### src/source/glue_pkg.sv
/*
 * Shared memory map, widths, bus structs and reset FSM states for the system glue.
 * Every glue module imports this package.
 */
package glue_pkg;

	// ----------------------------------------
	// widths
	// ----------------------------------------
	localparam int ADDR_W      = 23;	// word address, byte bits 23..1
	localparam int DATA_W      = 16;
	localparam int BYTE_W      = 8;
	localparam int RTC_FIELD_W = 4;	// one clock digit
	localparam int RTC_SEL_W   = 4;	// sixteen digits
	localparam int IRQ_LEVELS  = 7;
	localparam int IPL_W       = 3;
	localparam int FRAME_W     = 2;

	typedef logic [ADDR_W-1:0]                        word_addr_t;
	typedef logic [DATA_W-1:0]                        data_t;
	typedef logic [BYTE_W-1:0]                        byte_t;
	typedef logic [RTC_FIELD_W*(1<<RTC_SEL_W)-1:0]    rtc_t;
	typedef logic [IPL_W-1:0]                         ipl_t;	// active low
	typedef logic [IRQ_LEVELS-1:0]                    irq_req_t;	// bit 0 is level 1
	typedef logic [FRAME_W-1:0]                       frame_cnt_t;

	// ----------------------------------------
	// memory map, all as word addresses
	// ----------------------------------------
	localparam word_addr_t CHIP_TOP    = 23'h0F_FFFF;	// byte 1FFFFF
	localparam word_addr_t OVL_TOP     = 23'h03_FFFF;	// byte 07FFFF
	localparam word_addr_t CIA_BASE    = 23'h5F_8000;	// byte BF0000, 64k region
	localparam word_addr_t RTC_BASE    = 23'h6E_0000;	// byte DC0000, 64k region
	localparam word_addr_t CUSTOM_BASE = 23'h6F_F800;	// byte DFF000, 4k page
	localparam word_addr_t KICK_BASE   = 23'h7C_0000;	// byte F80000 up to the top

	localparam int REGION_LSB  = 15;	// word bit of byte bit 16
	localparam int PAGE_LSB    = 11;	// word bit of byte bit 12
	localparam int CIA_A_BIT   = 11;	// byte bit 12, low for cia a
	localparam int CIA_B_BIT   = 12;	// byte bit 13, low for cia b
	localparam int RTC_IDX_LSB = 1;	// byte bits 5..2 pick the digit

	// reset sequencing
	localparam int RESET_FRAMES = 3;	// frame starts before release
	localparam int CPU_RST_SYNC = 2;	// flops on the cpu reset

	typedef struct packed {
		word_addr_t addr;
		logic       as;	// address strobe, high = valid
		logic       rd;
		logic       hwr;	// upper byte write
		logic       lwr;	// lower byte write
	} cpu_bus_t;

	typedef struct packed {
		logic chip;
		logic kick;
		logic cia_a;
		logic cia_b;
		logic custom;
		logic rtc;
	} sel_t;

	typedef enum logic [1:0] {
		RST_HOLD,
		RST_COUNT,
		RST_RUN
	} rst_state_t;

endpackage

### src/source/sys_reset_ctrl.sv
/*
 * System reset sequencer. Holds sys_rst while a reset request is present,
 * then waits a fixed number of frame starts. cpu_reset_n trails it by a short sync chain.
 */
module sys_reset_ctrl (
	input  logic clk,
	input  logic rst,
	input  logic sof,	// one-cycle frame start
	input  logic usr_rst,	// level from the user side
	output logic sys_rst,
	output logic cpu_reset_n
);
	import glue_pkg::*;

	rst_state_t                state;
	frame_cnt_t                frames;	// sof pulses seen since the request dropped
	logic [CPU_RST_SYNC-1:0]   sync;	// cpu reset release chain

	// ----------------------------------------
	// reset FSM
	// ----------------------------------------
	always_ff @(posedge clk) begin
		if (rst || usr_rst) begin	// any request restarts the sequence
			state  <= RST_HOLD;
			frames <= '0;
		end else begin
			case (state)
				RST_HOLD: begin
					state  <= RST_COUNT;	// request gone, start counting frames
					frames <= '0;
				end
				RST_COUNT: begin
					if (sof) begin
						// last frame start releases the system
						if (frames == frame_cnt_t'(RESET_FRAMES - 1))
							state <= RST_RUN;
						frames <= frames + 1'b1;
					end
				end
				RST_RUN: ;	// stay until the next request
				default: state <= RST_HOLD;	// unused encoding
			endcase
		end
	end

	assign sys_rst = (state != RST_RUN);

	// cpu reset follows sys_rst through the chain, both edges
	always_ff @(posedge clk) begin
		if (rst)
			sync <= '0;	// cpu held in reset
		else
			sync <= {sync[CPU_RST_SYNC-2:0], ~sys_rst};
	end

	assign cpu_reset_n = sync[CPU_RST_SYNC-1];

	// cpu must be in reset once sys_rst has been up for the full chain length
	a_cpu_rst_follows: assert property (@(posedge clk) disable iff (rst)
		sys_rst [*CPU_RST_SYNC] |=> !cpu_reset_n);

endmodule

### src/source/addr_decode.sv
/*
 * CPU address decoder. Turns the bus address into one-hot chip selects
 * and keeps the kickstart overlay flag, cleared by the first CIA A write.
 */
module addr_decode (
	input  logic              clk,
	input  logic              sys_rst,
	input  glue_pkg::cpu_bus_t cpu,
	output glue_pkg::sel_t     sel
);
	import glue_pkg::*;

	logic ovl;	// rom mapped over low chip ram
	logic in_chip;
	logic in_ovl;
	logic in_cia;
	logic in_rtc;
	logic in_custom;
	logic in_kick;
	logic cia_a_wr;

	// ----------------------------------------
	// region compares
	// ----------------------------------------
	assign in_chip   = (cpu.addr <= CHIP_TOP);
	assign in_ovl    = ovl && (cpu.addr <= OVL_TOP);	// low 512k while overlay is on
	assign in_cia    = (cpu.addr[ADDR_W-1:REGION_LSB] == CIA_BASE[ADDR_W-1:REGION_LSB]);
	assign in_rtc    = (cpu.addr[ADDR_W-1:REGION_LSB] == RTC_BASE[ADDR_W-1:REGION_LSB]);
	assign in_custom = (cpu.addr[ADDR_W-1:PAGE_LSB] == CUSTOM_BASE[ADDR_W-1:PAGE_LSB]);
	assign in_kick   = (cpu.addr >= KICK_BASE);	// 512k rom at the top

	// selects, all quiet without address strobe
	always_comb begin
		sel = '0;
		if (cpu.as) begin
			sel.chip   = in_chip & ~in_ovl;
			sel.kick   = in_kick | in_ovl;	// overlay redirects to rom
			// cia a sits on byte bit 12 low, cia b on bit 13 low
			sel.cia_a  = in_cia & ~cpu.addr[CIA_A_BIT];
			sel.cia_b  = in_cia & ~cpu.addr[CIA_B_BIT] & cpu.addr[CIA_A_BIT];
			sel.rtc    = in_rtc;
			sel.custom = in_custom;
		end
	end

	// ----------------------------------------
	// kickstart overlay
	// ----------------------------------------
	assign cia_a_wr = sel.cia_a & (cpu.hwr | cpu.lwr);

	always_ff @(posedge clk) begin
		if (sys_rst)
			ovl <= 1'b1;	// rom visible at 0 for the reset vectors
		else if (cia_a_wr)
			ovl <= 1'b0;	// boot code turned it off
	end

	// regions never overlap, overlay included
	a_sel_onehot: assert property (@(posedge clk) $onehot0(sel));

endmodule

### src/source/cpu_read_mux.sv
/*
 * CPU read data return. Each source is gated by its select and the results ORed.
 * RTC reads return one clock digit picked by the low address bits.
 */
module cpu_read_mux (
	input  glue_pkg::cpu_bus_t cpu,
	input  glue_pkg::sel_t     sel,
	input  glue_pkg::data_t    mem_rdata,	// ram and rom share this
	input  glue_pkg::data_t    custom_rdata,
	input  glue_pkg::byte_t    cia_a_rdata,
	input  glue_pkg::byte_t    cia_b_rdata,
	input  glue_pkg::rtc_t     rtc,
	output glue_pkg::data_t    cpu_rdata
);
	import glue_pkg::*;

	logic [RTC_SEL_W-1:0]   rtc_idx;
	logic [RTC_FIELD_W-1:0] rtc_field;
	data_t                  mem_part;
	data_t                  custom_part;
	data_t                  cia_a_part;
	data_t                  cia_b_part;
	data_t                  rtc_part;

	// digit number from byte address bits 5..2
	assign rtc_idx   = cpu.addr[RTC_IDX_LSB +: RTC_SEL_W];
	assign rtc_field = rtc[rtc_idx * RTC_FIELD_W +: RTC_FIELD_W];

	// ----------------------------------------
	// gated sources
	// ----------------------------------------
	assign mem_part    = (sel.chip | sel.kick) ? mem_rdata : '0;
	assign custom_part = sel.custom ? custom_rdata : '0;
	assign cia_a_part  = sel.cia_a ? data_t'(cia_a_rdata) : '0;	// odd byte, low lane
	assign cia_b_part  = sel.cia_b ? {cia_b_rdata, {BYTE_W{1'b0}}} : '0;	// even byte, high lane
	assign rtc_part    = sel.rtc ? data_t'(rtc_field) : '0;	// zero extended

	// merged bus, zero outside read cycles
	always_comb begin
		cpu_rdata = '0;
		if (cpu.rd)
			cpu_rdata = mem_part | custom_part | cia_a_part | cia_b_part | rtc_part;
	end

endmodule

### src/source/irq_encoder.sv
/*
 * Interrupt priority encoder. Highest active request level becomes the
 * active-low ipl code, registered once. Level 7 beats everything below.
 */
module irq_encoder (
	input  logic              clk,
	input  logic              sys_rst,
	input  glue_pkg::irq_req_t irq_req,	// bit 0 = level 1
	output glue_pkg::ipl_t     ipl_n
);
	import glue_pkg::*;

	ipl_t level;	// highest active level, 0 = none

	// later bits overwrite earlier ones, so the top level wins
	always_comb begin
		level = '0;
		for (int i = 0; i < IRQ_LEVELS; i++) begin
			if (irq_req[i])
				level = ipl_t'(i + 1);
		end
	end

	always_ff @(posedge clk) begin
		if (sys_rst)
			ipl_n <= '1;	// no interrupt
		else
			ipl_n <= ~level;
	end

	// idle request lines give an idle code on the next clock
	a_idle_ipl: assert property (@(posedge clk) (irq_req == '0) |=> (ipl_n == '1));

endmodule

### src/source/glue_top.sv
/*
 * System glue top level. Decoder, read return, interrupt encoder and
 * reset sequencer wired to the CPU bus and the external peripherals.
 */
module glue_top (
	input  logic               clk,
	input  logic               rst,
	input  glue_pkg::cpu_bus_t cpu,
	input  logic               sof,	// frame start pulse from video
	input  logic               usr_rst,
	input  glue_pkg::data_t    mem_rdata,	// shared ram / rom data
	input  glue_pkg::data_t    custom_rdata,
	input  glue_pkg::byte_t    cia_a_rdata,
	input  glue_pkg::byte_t    cia_b_rdata,
	input  glue_pkg::rtc_t     rtc,
	input  glue_pkg::irq_req_t irq_req,
	output glue_pkg::sel_t     sel,
	output glue_pkg::data_t    cpu_rdata,
	output glue_pkg::ipl_t     ipl_n,
	output logic               sys_rst,
	output logic               cpu_reset_n
);

	// ----------------------------------------
	// reset sequencing
	// ----------------------------------------
	sys_reset_ctrl u_reset (
		.clk         (clk),
		.rst         (rst),
		.sof         (sof),
		.usr_rst     (usr_rst),
		.sys_rst     (sys_rst),
		.cpu_reset_n (cpu_reset_n)
	);

	// ----------------------------------------
	// bus decode and read return
	// ----------------------------------------
	addr_decode u_decode (
		.clk     (clk),
		.sys_rst (sys_rst),	// re-arms the overlay
		.cpu     (cpu),
		.sel     (sel)
	);

	cpu_read_mux u_read (
		.cpu          (cpu),
		.sel          (sel),
		.mem_rdata    (mem_rdata),
		.custom_rdata (custom_rdata),
		.cia_a_rdata  (cia_a_rdata),
		.cia_b_rdata  (cia_b_rdata),
		.rtc          (rtc),
		.cpu_rdata    (cpu_rdata)
	);

	// interrupt code to the cpu
	irq_encoder u_irq (
		.clk     (clk),
		.sys_rst (sys_rst),
		.irq_req (irq_req),
		.ipl_n   (ipl_n)
	);

endmodule

### config.mk
export PLATFORM = sky130hd
export DESIGN_NAME = glue_top
export DESIGN_NICKNAME = d
export VERILOG_FILES = /design/src/source/glue_pkg.sv /design/src/source/sys_reset_ctrl.sv /design/src/source/addr_decode.sv /design/src/source/cpu_read_mux.sv /design/src/source/irq_encoder.sv /design/src/source/glue_top.sv
export SDC_FILE = /design/constraint.sdc
export NUM_CORES = 1
export LEC_CHECK = 0
export BUFFER_PORTS_ARGS = -buffer_cell sky130_fd_sc_hd__buf_2
export CORE_ASPECT_RATIO = 0.9
export CORE_MARGIN = 1
export CORE_UTILIZATION = 29
export CTS_BUF_LIST = sky130_fd_sc_hd__clkbuf_16
export DETAILED_ROUTE_END_ITERATION = 10
export PLACE_DENSITY = 0.89
export SLEW_MARGIN = 10
export SYNTH_ARGS = -nofsm -noshare
export SYNTH_HDL_FRONTEND = slang
export SYNTH_SLANG_ARGS = --single-unit
### constraint.sdc
create_clock -name clk -period 2.2 [get_ports clk]
set_input_delay 0.22 -clock clk [delete_from_list [all_inputs] [get_ports clk]]
set_output_delay 0.22 -clock clk [all_outputs]
set_load 0.005 [all_outputs]
==> qor.yml, run 1 <==
status: "finished, final reports clean"
grt_max_degree: 17
drc: 0
die_h_microns: 67.3
post-route-min-period_ns: 2.13
whs_path_depth: 2
setup.worst_path.end_class: "output pin"
yosys.area.top_type_share: 0.312
setup_slack_ns: 0.0740
path_cells: "buf_12 -> buf_12 -> mux4_2 -> mux4_2 -> and2_1 -> a211o_1 -> buf_2"
setup_viol: 0
grt_use_total: 0.182
placed_cell_area_sq_um: 2310
crit_slowest_cell: "mux4_2"
clkTransAtPathRegs_ns: 0.04
cp_max_fo: 6
worst_setup_path_start_kind: "input port"
die_w_microns: 74.5
utilization: 0.543
routedWlPerCell_microns: 13.6
synth.area.top_cells: "mux4_2 31%, dfxtp_1 15%, a221o_1 5.8%"
reg2reg_depth: 6
diodes: 0
htreeDepth: 1
max_slew_margin: 0.719
yosys_register_bits: 10
r2r_start: "u_reset.frames[0]$_SDFFE_PP0P_"
reg2reg_setup_slack_ns: 0.95
syn_avg_cell_area_sq_um: 9.67
layout.nets: 467
cts-root-buf: "clkbuf_16"
antenna_found_initial: 0
rsz0062_at_grt: "no"
hpwlAfterDp_microns: 4370
grt_overflow_total: 0
path_depth: 7
drive_gt1_frac: 0.641
ys_seq_area_frac: 0.146
hold_path.startpoint: "irq_req[3]"
area.growth.synth_to_final_pct: 77.5
yosysTopAreaCell: "mux4_2"
worstPathArrival_ns: 1.91
clock_latency_ns: 0.23
slew_viol_final: 0
cts_buffers: 3
grt_pass1_vias: 1681
syn_area_sq_um: 1370
max_stage_delay_ns: 0.48
pin_count: 177
cp.required_ns: 1.98
initial_utilization: 0.306
p_leak_nw: 1.25
critPathBufInv: 3
drv_cap: 0
finalHoldViolCount: 0
drt-pass1-iter-count: 4
cts.sinks: 10
cts_tree: "done"
synthDistinctLibCells: 37
timing.final.crit_share: 0.966
final_antenna_net_count: 0
power.density_nw_per_um2: 323
rows: 23
fillers: 429
postSynthCellCount: 142
vias_per_cell: 5.15
r2r_end: "u_reset.frames[1]$_SDFFE_PP0P_"
clock_skew_ns: 0.000888
cp_top_family: "multiplexers"
yosys_warnings: 0
tightest_slew_ns: 0.422
clockBufferDepth: 2
core_area_sq_um: 4490
hold_path_end: "u_irq.ipl_n[2]$_SDFF_PN1_"
regArea_sq_um: 200
multiInputGateArea_sq_um: 1110
drtIter0Drc: 44
synth_nets: 293
crit_type: "input port to output pin"
postCtsHoldBufs: 0
gp_congestion: 0.842
die_area_sq_um: 5010
routed_wl_microns: 5120
portBuffers: 169
post-route-cell-area_sq_um: 2440
vias: 1943
grt_pass1_wl_microns: 7090
place_ws_ns: -0.0608
clock.fmax_ghz: 0.470
ir_worst_vdd_mv: 0.317
hp-class: "input port to register"
## worst max-delay path by stage
stage / startpoint / endpoint / slack [ns]
floorplan: cpu[6] / cpu_rdata[2] / 0.13
global placement: cpu[5] / cpu_rdata[0] / -0.04
detailed placement: cpu[5] / cpu_rdata[0] / -0.06
CTS: cpu[5] / cpu_rdata[0] / 0.006
global route: cpu[5] / cpu_rdata[3] / 0.005
finish: cpu[5] / cpu_rdata[3] / 0.07
## what timing repair did
action | CTS | global route
buffers inserted | 0 | 0
pin swaps | 0 | 0
endpoints found under the hold margin | 0 | 0
cloned | 1 | 0
endpoints found under the setup margin | 3 | 3
gates resized for setup | 3 | 4
## final cells by class
type	count	share of cell area
Inverter	4	0.00616
Clock buffer	3	0.0308
Clock inverter	1	0.00154
Multi-Input combinational cell	120	0.455
Tap cell	62	0.0318
Sequential cell	10	0.0822
Timing Repair Buffer	177	0.393
## per-layer routing
metal | part of all wire | global-route usage
met5 | 0 | 0
met4 | 0.0053 | 0.0354
met3 | 0.061 | 0.0134
met2 | 0.53 | 0.363
met1 | 0.40 | 0.211
## registers in the layout (all words and copies together), names as in the netlist
signal and flops:
u_decode.ovl 1, u_irq.ipl_n 3, u_reset.frames 2, u_reset.state 2, u_reset.sync 2
## cells in the final DEF, fill, tap and decap left out, types with 2 or more instances in the layout
| master | count |
|---|---|
| a21oi_1 | 7 |
| nor3_1 | 6 |
| clkbuf_16 | 3 |
| mux4_2 | 19 |
| nand2_1 | 9 |
| a32o_1 | 3 |
| buf_4 | 5 |
| nand3_1 | 5 |
| inv_1 | 4 |
| and3_1 | 9 |
| a211o_1 | 3 |
| nor2b_1 | 4 |
| nand4b_1 | 2 |
| a22oi_1 | 6 |
| nor4_1 | 5 |
| o21ai_0 | 3 |
| buf_12 | 2 |
| and2_1 | 9 |
| nor2_1 | 7 |
| buf_2 | 168 |
| a221o_1 | 8 |
| dfxtp_1 | 10 |
## logic make-up (layout without fill, tap and decap cells)
kind of cell / count (synthesis) / in the layout / share of synthesized area
AO/OA/AOI/OAI: 37 / 37 / 0.206
AND/OR/NAND/NOR: 61 / 61 / 0.253
flip-flops: 10 / 10 / 0.146
buffers and inverters: 12 / 185 / 0.0474
multiplexers: 21 / 21 / 0.339
adder cells (fa/ha/maj): 1 / 1 / 0.00911
## where the power goes
| group | switching (W) | total, W | leakage, nW | internal [W] |
|---|---|---|---|---|
| Combinational | 0.000100 | 0.000283 | 1.14 | 0.000183 |
| Sequential | 0.00000107 | 0.000184 | 0.0810 | 0.000183 |
| Clock | 0.0000813 | 0.000319 | 0.0385 | 0.000238 |
## metrics by stage
step | setup TNS, ns | total power, W | instances | hold slack (ns)
finish | 0 | 0.000787 | 377 | 0.193
global route | 0 | 0.000827 | 377 | 0.210
CTS | 0 | 0.000788 | 377 | 0.189
detailed placement | -0.170 | 0.000461 | 372 | 0.424
global placement | -0.0834 | 0.000454 | 372 | 0.425
floorplan | 0 | 0.000303 | 142 | 0.292
## synthesized netlist by cell type
master,count
a211o_1,3
a21o_1,1
a21oi_1,7
a221o_1,8
a22oi_1,6
a32o_1,3
and2_0,1
and2_1,8
and3_1,9
buf_2,1
buf_6,1
buf_8,1
clkbuf_1,5
dfxtp_1,10
ha_1,1
inv_1,4
mux2_2,1
mux4_1,1
mux4_2,19
nand2_1,9
nand3_1,5
nand4_1,1
nand4b_1,2
nor2_1,7
nor2b_1,4
nor3_1,6
nor3b_1,1
nor4_1,5
nor4_2,1
nor4b_1,1
o211ai_1,1
o21a_1,1
o21ai_0,4
o21bai_1,1
o31ai_1,1
o41ai_1,1
or4b_2,1
Power figures use the tool's default switching activity.
==> run 2, diff against run 1 <==
--- a/config.mk
+++ b/config.mk
@@ -11,6 +11,7 @@
 export CORE_UTILIZATION = 29
 export CTS_BUF_LIST = sky130_fd_sc_hd__clkbuf_16
 export DETAILED_ROUTE_END_ITERATION = 10
+export MAX_ROUTING_LAYER = met4
 export PLACE_DENSITY = 0.89
 export SLEW_MARGIN = 10
 export SYNTH_ARGS = -nofsm -noshare
==> run 2 against run 1 <==
  * Combinational power about the same
  * Setup slack barely moved
  * Utilization unchanged
  * Critical path depth is the same
  * Non-clock buffer count unchanged
  * Count of clock-buffer cells in the layout unchanged
  * Via count increased by 0.51%
  * Highest routed layer unchanged
  * First-iteration DRC count increased by 4.5%
  * Final cell count is the same
  * Sequential power about the same
  * Wire length about the same
  * Sequential share of layout area unchanged
  * Largest power group unchanged
==> qor.yml, run 2 (synthesis gave the netlist of run 1 again) <==
comb_power_share: 0.360  # about the same
tightest_slew_ns: 0.433  # was 0.422 ns
grt_pass1_vias: 1681  # unchanged
crit_type: "input port to output pin"  # unchanged
clock_skew_ns: 0.000888  # unchanged
slew_viol_final: 0  # unchanged
cp_max_fo: 6  # unchanged
grt_pass1_wl_microns: 7090  # unchanged
routedWlPerCell_microns: 13.6  # about the same
die_w_microns: 74.5  # unchanged
vias: 1953  # was 1,943
drc: 0  # unchanged
drive_gt1_frac: 0.641  # unchanged
path_cells: "buf_12 -> buf_12 -> mux4_2 -> mux4_2 -> and2_1 -> a211o_1 -> buf_2"  # unchanged
clock_latency_ns: 0.23  # about the same
htreeDepth: 1  # unchanged
setup_viol: 0  # unchanged
area.growth.synth_to_final_pct: 77.5  # unchanged
fillers: 429  # unchanged
max_slew_margin: 0.712  # was 0.719
grt_use_total: 0.188  # was 0.182
clkTransAtPathRegs_ns: 0.04  # about the same
core_area_sq_um: 4490  # unchanged
ir_worst_vdd_mv: 0.317  # about the same
numPlacedInstances: 372  # unchanged
clkPwrFrac: 0.406  # about the same
vias_per_cell: 5.18  # was 5.15
postCtsHoldBufs: 0  # unchanged
clockBufferDepth: 2  # unchanged
post-route-min-period_ns: 2.13  # about the same
hpwlAfterDp_microns: 4370  # unchanged
cts_tree: "done"  # unchanged
cts_buffers: 3  # unchanged
layout.nets: 467  # unchanged
layout.cells.non_filler: 377  # unchanged
swShare: 0.232  # about the same
placed_cell_area_sq_um: 2310  # unchanged
p_leak_nw: 1.25  # unchanged
setup.worst_path.end_class: "output pin"  # unchanged
drtIter0Drc: 46  # was 44
cts_setup_buffers: 0  # unchanged
clock.fmax_ghz: 0.470  # about the same
portBuffers: 169  # unchanged
finalHoldViolCount: 0  # unchanged
top_register: "u_irq.ipl_n"  # unchanged
drv_cap: 0  # unchanged
worstPathArrival_ns: 1.91  # about the same
die_area_sq_um: 5010  # unchanged
timing.final.crit_share: 0.966  # about the same
hp-class: "input port to register"  # unchanged
die_h_microns: 67.3  # unchanged
p_sw_w: 0.000183  # about the same
cp.required_ns: 1.98  # about the same
routed_wl_microns: 5120  # about the same
share_seq_of_total_power: 0.234  # about the same
crit_slowest_cell: "mux4_2"  # unchanged
final_cell_mix: "168 x buf_2, 19 x mux4_2, 10 x dfxtp_1"  # unchanged
antenna_found_initial: 0  # unchanged
whs_ns: 0.193  # unchanged
grt_max_degree: 17  # unchanged
pin_count: 177  # unchanged
status: "finished, final reports clean"  # unchanged
gp_congestion: 0.856  # was 0.842
max_stage_delay_ns: 0.48  # about the same
cts.sinks: 10  # unchanged
p_int_w: 0.000604  # unchanged
cts-root-buf: "clkbuf_16"  # unchanged
worst_setup_path_start_kind: "input port"  # unchanged
initial_utilization: 0.306  # unchanged
grt_overflow_total: 0  # unchanged
drt-pass1-iter-count: 4  # unchanged
post-route-cell-area_sq_um: 2440  # unchanged
diodes: 0  # unchanged
layout_commonest_cell: "buf_2"  # unchanged
rows: 23  # unchanged
final_antenna_net_count: 0  # unchanged
rsz0062_at_grt: "no"  # unchanged
largest_register_ffs: 3  # unchanged
power.density_nw_per_um2: 323  # about the same
-- run 2: cell counts in the layout (fill, tap and decap cells not counted) --
No cell type changed its count.
-- run 2: power groups by stage --
stage	Combinational [W]	Clock [W]	Sequential, W
finish	0.000283	0.000319	0.000184
global route	0.000310	0.000333	0.000185
CTS	0.000282	0.000322	0.000184
detailed placement	0.000273	0	0.000188
global placement	0.000267	0	0.000188
floorplan	0.000116	0	0.000187
-- run 2: critical path, delay by kind of cell --
kind                   cells  cell delay, ns
AO/OA/AOI/OAI              1            0.22
AND/OR/NAND/NOR            1            0.17
multiplexers               2            0.94
buffers and inverters      3            0.35
-- run 2: per-layer routing --
layer / vias up / part of all wire / GRT usage
met3: 2 / 0.064 / 0.0119
li1: 945 / - / -
met4: 0 / 0.0053 / 0.0354
met5: - / 0 / -
met2: 99 / 0.53 / 0.363
met1: 907 / 0.40 / 0.212
-- run 2: timing repair --
action                     CTS  global route
cloned                       1             0
gates resized for setup      3             4
setup endpoints to repair    3             3
-- run 2: final cells by class --
type                    instances  area [sq um]  share of cell area
clock buffers                   3          75.1              0.0308
flip-flops and latches         10           200              0.0822
repair buffers                177           957               0.393
inverters                       4          15.0             0.00616
clock inverters                 1          3.75             0.00154
multi-input cells             120          1110               0.455
well taps                      62          77.6              0.0318
-- run 2: through the flow --
stage / util / TNS [ns] / total power [W] / worst slack, ns
detailed placement: 0.515 / -0.170 / 0.000461 / -0.0608
CTS: 0.540 / 0 / 0.000788 / 0.00648
finish: 0.543 / 0 / 0.000787 / 0.0740
floorplan: - / 0 / 0.000303 / 0.129
global route: 0.543 / 0 / 0.000827 / 0.00527
global placement: 0.515 / -0.0834 / 0.000454 / -0.0413
-- run 2: worst paths after layout --
| check | slack, ns | from | end | cells after the start |
|---|---|---|---|---|
| max | 0.07 | cpu[5] | cpu_rdata[3] | 7 |
| min | 0.19 | irq_req[3] | u_irq.ipl_n[2]$_SDFF_PN1_ | 2 |
| max reg2reg | 0.95 | u_reset.frames[0]$_SDFFE_PP0P_ | u_reset.frames[1]$_SDFFE_PP0P_ | 6 |
| min reg2reg | 0.43 | u_reset.sync[0]$_SDFF_PP0_ | u_reset.sync[1]$_SDFF_PP0_ | 1 |
==> run 3, diff against run 2 <==
--- a/config.mk
+++ b/config.mk
@@ -5,14 +5,15 @@
 export SDC_FILE = /design/constraint.sdc
 export NUM_CORES = 1
 export LEC_CHECK = 0
+export ABC_AREA = 1
 export BUFFER_PORTS_ARGS = -buffer_cell sky130_fd_sc_hd__buf_2
 export CORE_ASPECT_RATIO = 0.9
 export CORE_MARGIN = 1
-export CORE_UTILIZATION = 29
+export CORE_UTILIZATION = 33
 export CTS_BUF_LIST = sky130_fd_sc_hd__clkbuf_16
 export DETAILED_ROUTE_END_ITERATION = 10
 export MAX_ROUTING_LAYER = met4
-export PLACE_DENSITY = 0.89
+export PLACE_DENSITY = 0.9
 export SLEW_MARGIN = 10
 export SYNTH_ARGS = -nofsm -noshare
 export SYNTH_HDL_FRONTEND = slang
==> run 3 against run 2 <==
  * Synthesized area rose by 28%
  * Sequential share of layout area fell by 0.78 points
  * Setup slack improved by 0.22 ns
  * Worst hold slack worse by 0.025 ns
  * First-iteration DRC count grew to 3.6 times the previous value
  * Highest routed layer unchanged
  * Largest cell class unchanged
==> qor.yml, run 3 <==
status: "finished, final reports clean"  # unchanged
grt.busiest_layer: "met2"  # unchanged
crit_type: "register to output pin"  # was input port to output pin
grt_overflow_total: 0  # unchanged
cts.sinks: 10  # unchanged
portBuffers: 169  # unchanged
die_w_microns: 79.0  # was 74.5 microns
grt_pass1_vias: 2549  # was 1,681
rsz0062_at_grt: "no"  # unchanged
vias: 2794  # was 1,953
initial_utilization: 0.353  # was 0.306
diodes: 0  # unchanged
crit_slowest_cell: "a31oi_4"  # was mux4_2
yosys.cell_count.top_type: "nand2_1"  # was mux4_2
p_leak_nw: 1.72  # was 1.25 nW
synth_nets: 517  # was 293
grt_pass1_wl_microns: 10400  # was 7090 microns
layout_commonest_cell: "buf_2"  # unchanged
htreeDepth: 1  # unchanged
clock.fmax_ghz: 0.525  # was 0.470 GHz
grt_use_total: 0.229  # was 0.188
drtIter0Drc: 165  # was 46
ys.flop_type: "dfxtp_1"  # unchanged
die_h_microns: 71.3  # was 67.3 microns
postSynthCellCount: 366  # was 142
top_register: "u_irq.ipl_n"  # unchanged
drv_cap: 0  # unchanged
final_cell_mix: "169 x buf_2, 152 x nand2_1, 75 x inv_1"  # was 168 x buf_2, 19 x mux4_2, 10 x dfxtp_1
yosys-top-cells-count: "152 x nand2_1, 75 x inv_1, 59 x nand3_1"  # was 19 x mux4_2, 10 x dfxtp_1, 9 x and3_1, 9 x nand2_1
clock_latency_ns: 0.24  # was 0.23 ns
layout.cells.non_filler: 592  # was 377
final_antenna_net_count: 0  # unchanged
grt_use_met3: 0.0331  # was 0.0119
syn_avg_cell_area_sq_um: 4.81  # was 9.67 sq um
synth.area.top_cells: "nand2_1 32%, nand3_1 17%, inv_1 16%"  # was mux4_2 31%, dfxtp_1 15%, a221o_1 5.8%
yosys.area.top_type_share: 0.324  # was 0.312
layout.nets: 679  # was 467
max_stage_delay_ns: 0.49  # was 0.48 ns
ys_seq_area_frac: 0.114  # was 0.146
die_area_sq_um: 5630  # was 5010 sq um
cts_setup_buffers: 0  # unchanged
path_cells: "nand4_1 -> a31oi_4 -> nand2_1 -> a31oi_1 -> buf_2"  # was buf_12 -> buf_12 -> mux4_2 -> mux4_2 -> and2_1 -> a211o_1 -> buf_2
grt_util_met1: 0.258  # was 0.212
synthDistinctLibCells: 25  # was 37
drive_gt1_frac: 0.343  # was 0.641
use_met2: 0.423  # was 0.363
whs_ns: 0.168  # was 0.193 ns
pin_count: 177  # unchanged
post-route-min-period_ns: 1.90  # was 2.13 ns
postSynth.asyncResetShare: 0  # unchanged
worst_setup_path_start_kind: "register"  # was input port
ir_worst_vdd_mv: 0.478  # was 0.317 mV
cts_tree: "done"  # unchanged
cp_max_fo: 16  # was 6
numPlacedInstances: 588  # was 372
worstPathArrival_ns: 1.68  # was 1.91 ns
gp_congestion: 0.829  # was 0.856
max_slew_margin: 0.648  # was 0.712
hp-class: "input port to register"  # unchanged
setup_viol: 0  # unchanged
yosysTopAreaCell: "nand2_1"  # was mux4_2
area.growth.synth_to_final_pct: 53.1  # was 77.5%
cts-root-buf: "clkbuf_16"  # unchanged
power.density_nw_per_um2: 306  # was 323 nW/um^2
clockBufferDepth: 2  # unchanged
clkTransAtPathRegs_ns: 0.04  # about the same
cp.required_ns: 1.98  # about the same
drt-pass1-iter-count: 5  # was 4
slew_viol_final: 0  # unchanged
postCtsHoldBufs: 0  # unchanged
core_area_sq_um: 4980  # was 4490 sq um
tightest_slew_ns: 0.528  # was 0.433 ns
cts_resized: 0  # was 3
vias_per_cell: 4.72  # was 5.18
antenna_found_initial: 0  # unchanged
fin_setup_tns_ns: 0  # unchanged
hpwlAfterDp_microns: 5280  # was 4370 microns
drc: 0  # unchanged
finalHoldViolCount: 0  # unchanged
synth_edf_count: 0  # unchanged
clock_skew_ns: 0.00275  # was 0.000888 ns
largest_register_ffs: 3  # unchanged
routed_wl_microns: 6500  # was 5120 microns
routedWlPerCell_microns: 11.0  # was 13.6 microns
yosys_warnings: 0  # unchanged
cts_buffers: 3  # unchanged
setup.worst_path.end_class: "output pin"  # unchanged
rows: 24  # was 23
syn_area_sq_um: 1760  # was 1370 sq um
yosys_register_bits: 10  # unchanged
timing.final.crit_share: 0.865  # was 0.966
grt_max_degree: 33  # was 17
==> run 3: cell count changes in the layout (fill, tap and decap cells not counted), moves of 4 or more <==
cell	previous run	this run
nor3_1	6	2
and2_1	9	0
nand3_1	5	59
a22oi_1	6	0
nor4_1	5	0
and3_1	9	0
nor2b_1	4	0
nor2_1	7	17
a31oi_1	0	12
inv_1	4	75
nand2_1	9	152
a221o_1	8	0
mux4_2	19	0
==> run 3: cells by family (layout without fill, tap and decap cells) <==
kind of cell,count (synthesis),in the layout,share of synthesized area
flip-flops,10,10,0.114
buffers and inverters,93,254,0.219
AO/OA/AOI/OAI,25,25,0.0946
adder cells (fa/ha/maj),1,1,0.00711
AND/OR/NAND/NOR,237,237,0.565
==> run 3: per-stage QoR <==
step | util | area [sq um] | total power, W | worst slack, ns
final | 0.540 | 2690 | 0.000824 | 0.296
after CTS | 0.540 | 2690 | 0.000827 | 0.354
after floorplan | - | 1760 | 0.000340 | 0.863
after global placement | 0.524 | 2610 | 0.000491 | 0.524
after detailed placement | 0.524 | 2610 | 0.000498 | 0.488
after global routing | 0.540 | 2690 | 0.000881 | 0.129
==> run 3: area by class of cell <==
cell class / instances / area [sq um]
clock buffer: 3 / 75.1
clock inverter: 1 / 3.75
fill: 515 / 2290
inverter: 79 / 298
multi-input combinational: 263 / 1170
sequential: 10 / 200
tap: 65 / 81.3
timing repair buffer: 171 / 861
==> run 3: critical path: cells and delay by family (launching register included) <==
kind	cells	cell delay, ns
AOI/OAI and AO/OA	2	0.65
DFF	1	0.33
and+or+nand+nor	2	0.31
buffers and inverters	1	0.14
==> run 3: metal layers <==
layer / share of wire / wire length [microns]
met1: 0.40 / 2620
met2: 0.51 / 3320
met3: 0.077 / 500
met4: 0.0091 / 59
met5: 0 / 0
==> run 3: path summary, 6_finish.rpt <==
check / from / to / slack, ns / depth (start not counted)
max: u_decode.ovl$_SDFFE_PN1P_ / cpu_rdata[6] / 0.30 / 5
min: rst / u_reset.sync[1]$_SDFF_PP0_ / 0.17 / 2
max reg2reg: u_reset.state[1]$_SDFFE_PP0P_ / u_reset.state[1]$_SDFFE_PP0P_ / 1.12 / 4
min reg2reg: u_reset.sync[0]$_SDFF_PP0_ / u_reset.sync[1]$_SDFF_PP0_ / 0.41 / 2
==> run 3: power breakdown <==
part           internal (W)  switching, W
registers          0.000183    0.00000151
clock network      0.000238     0.0000877
logic              0.000152      0.000161
total              0.000574      0.000250
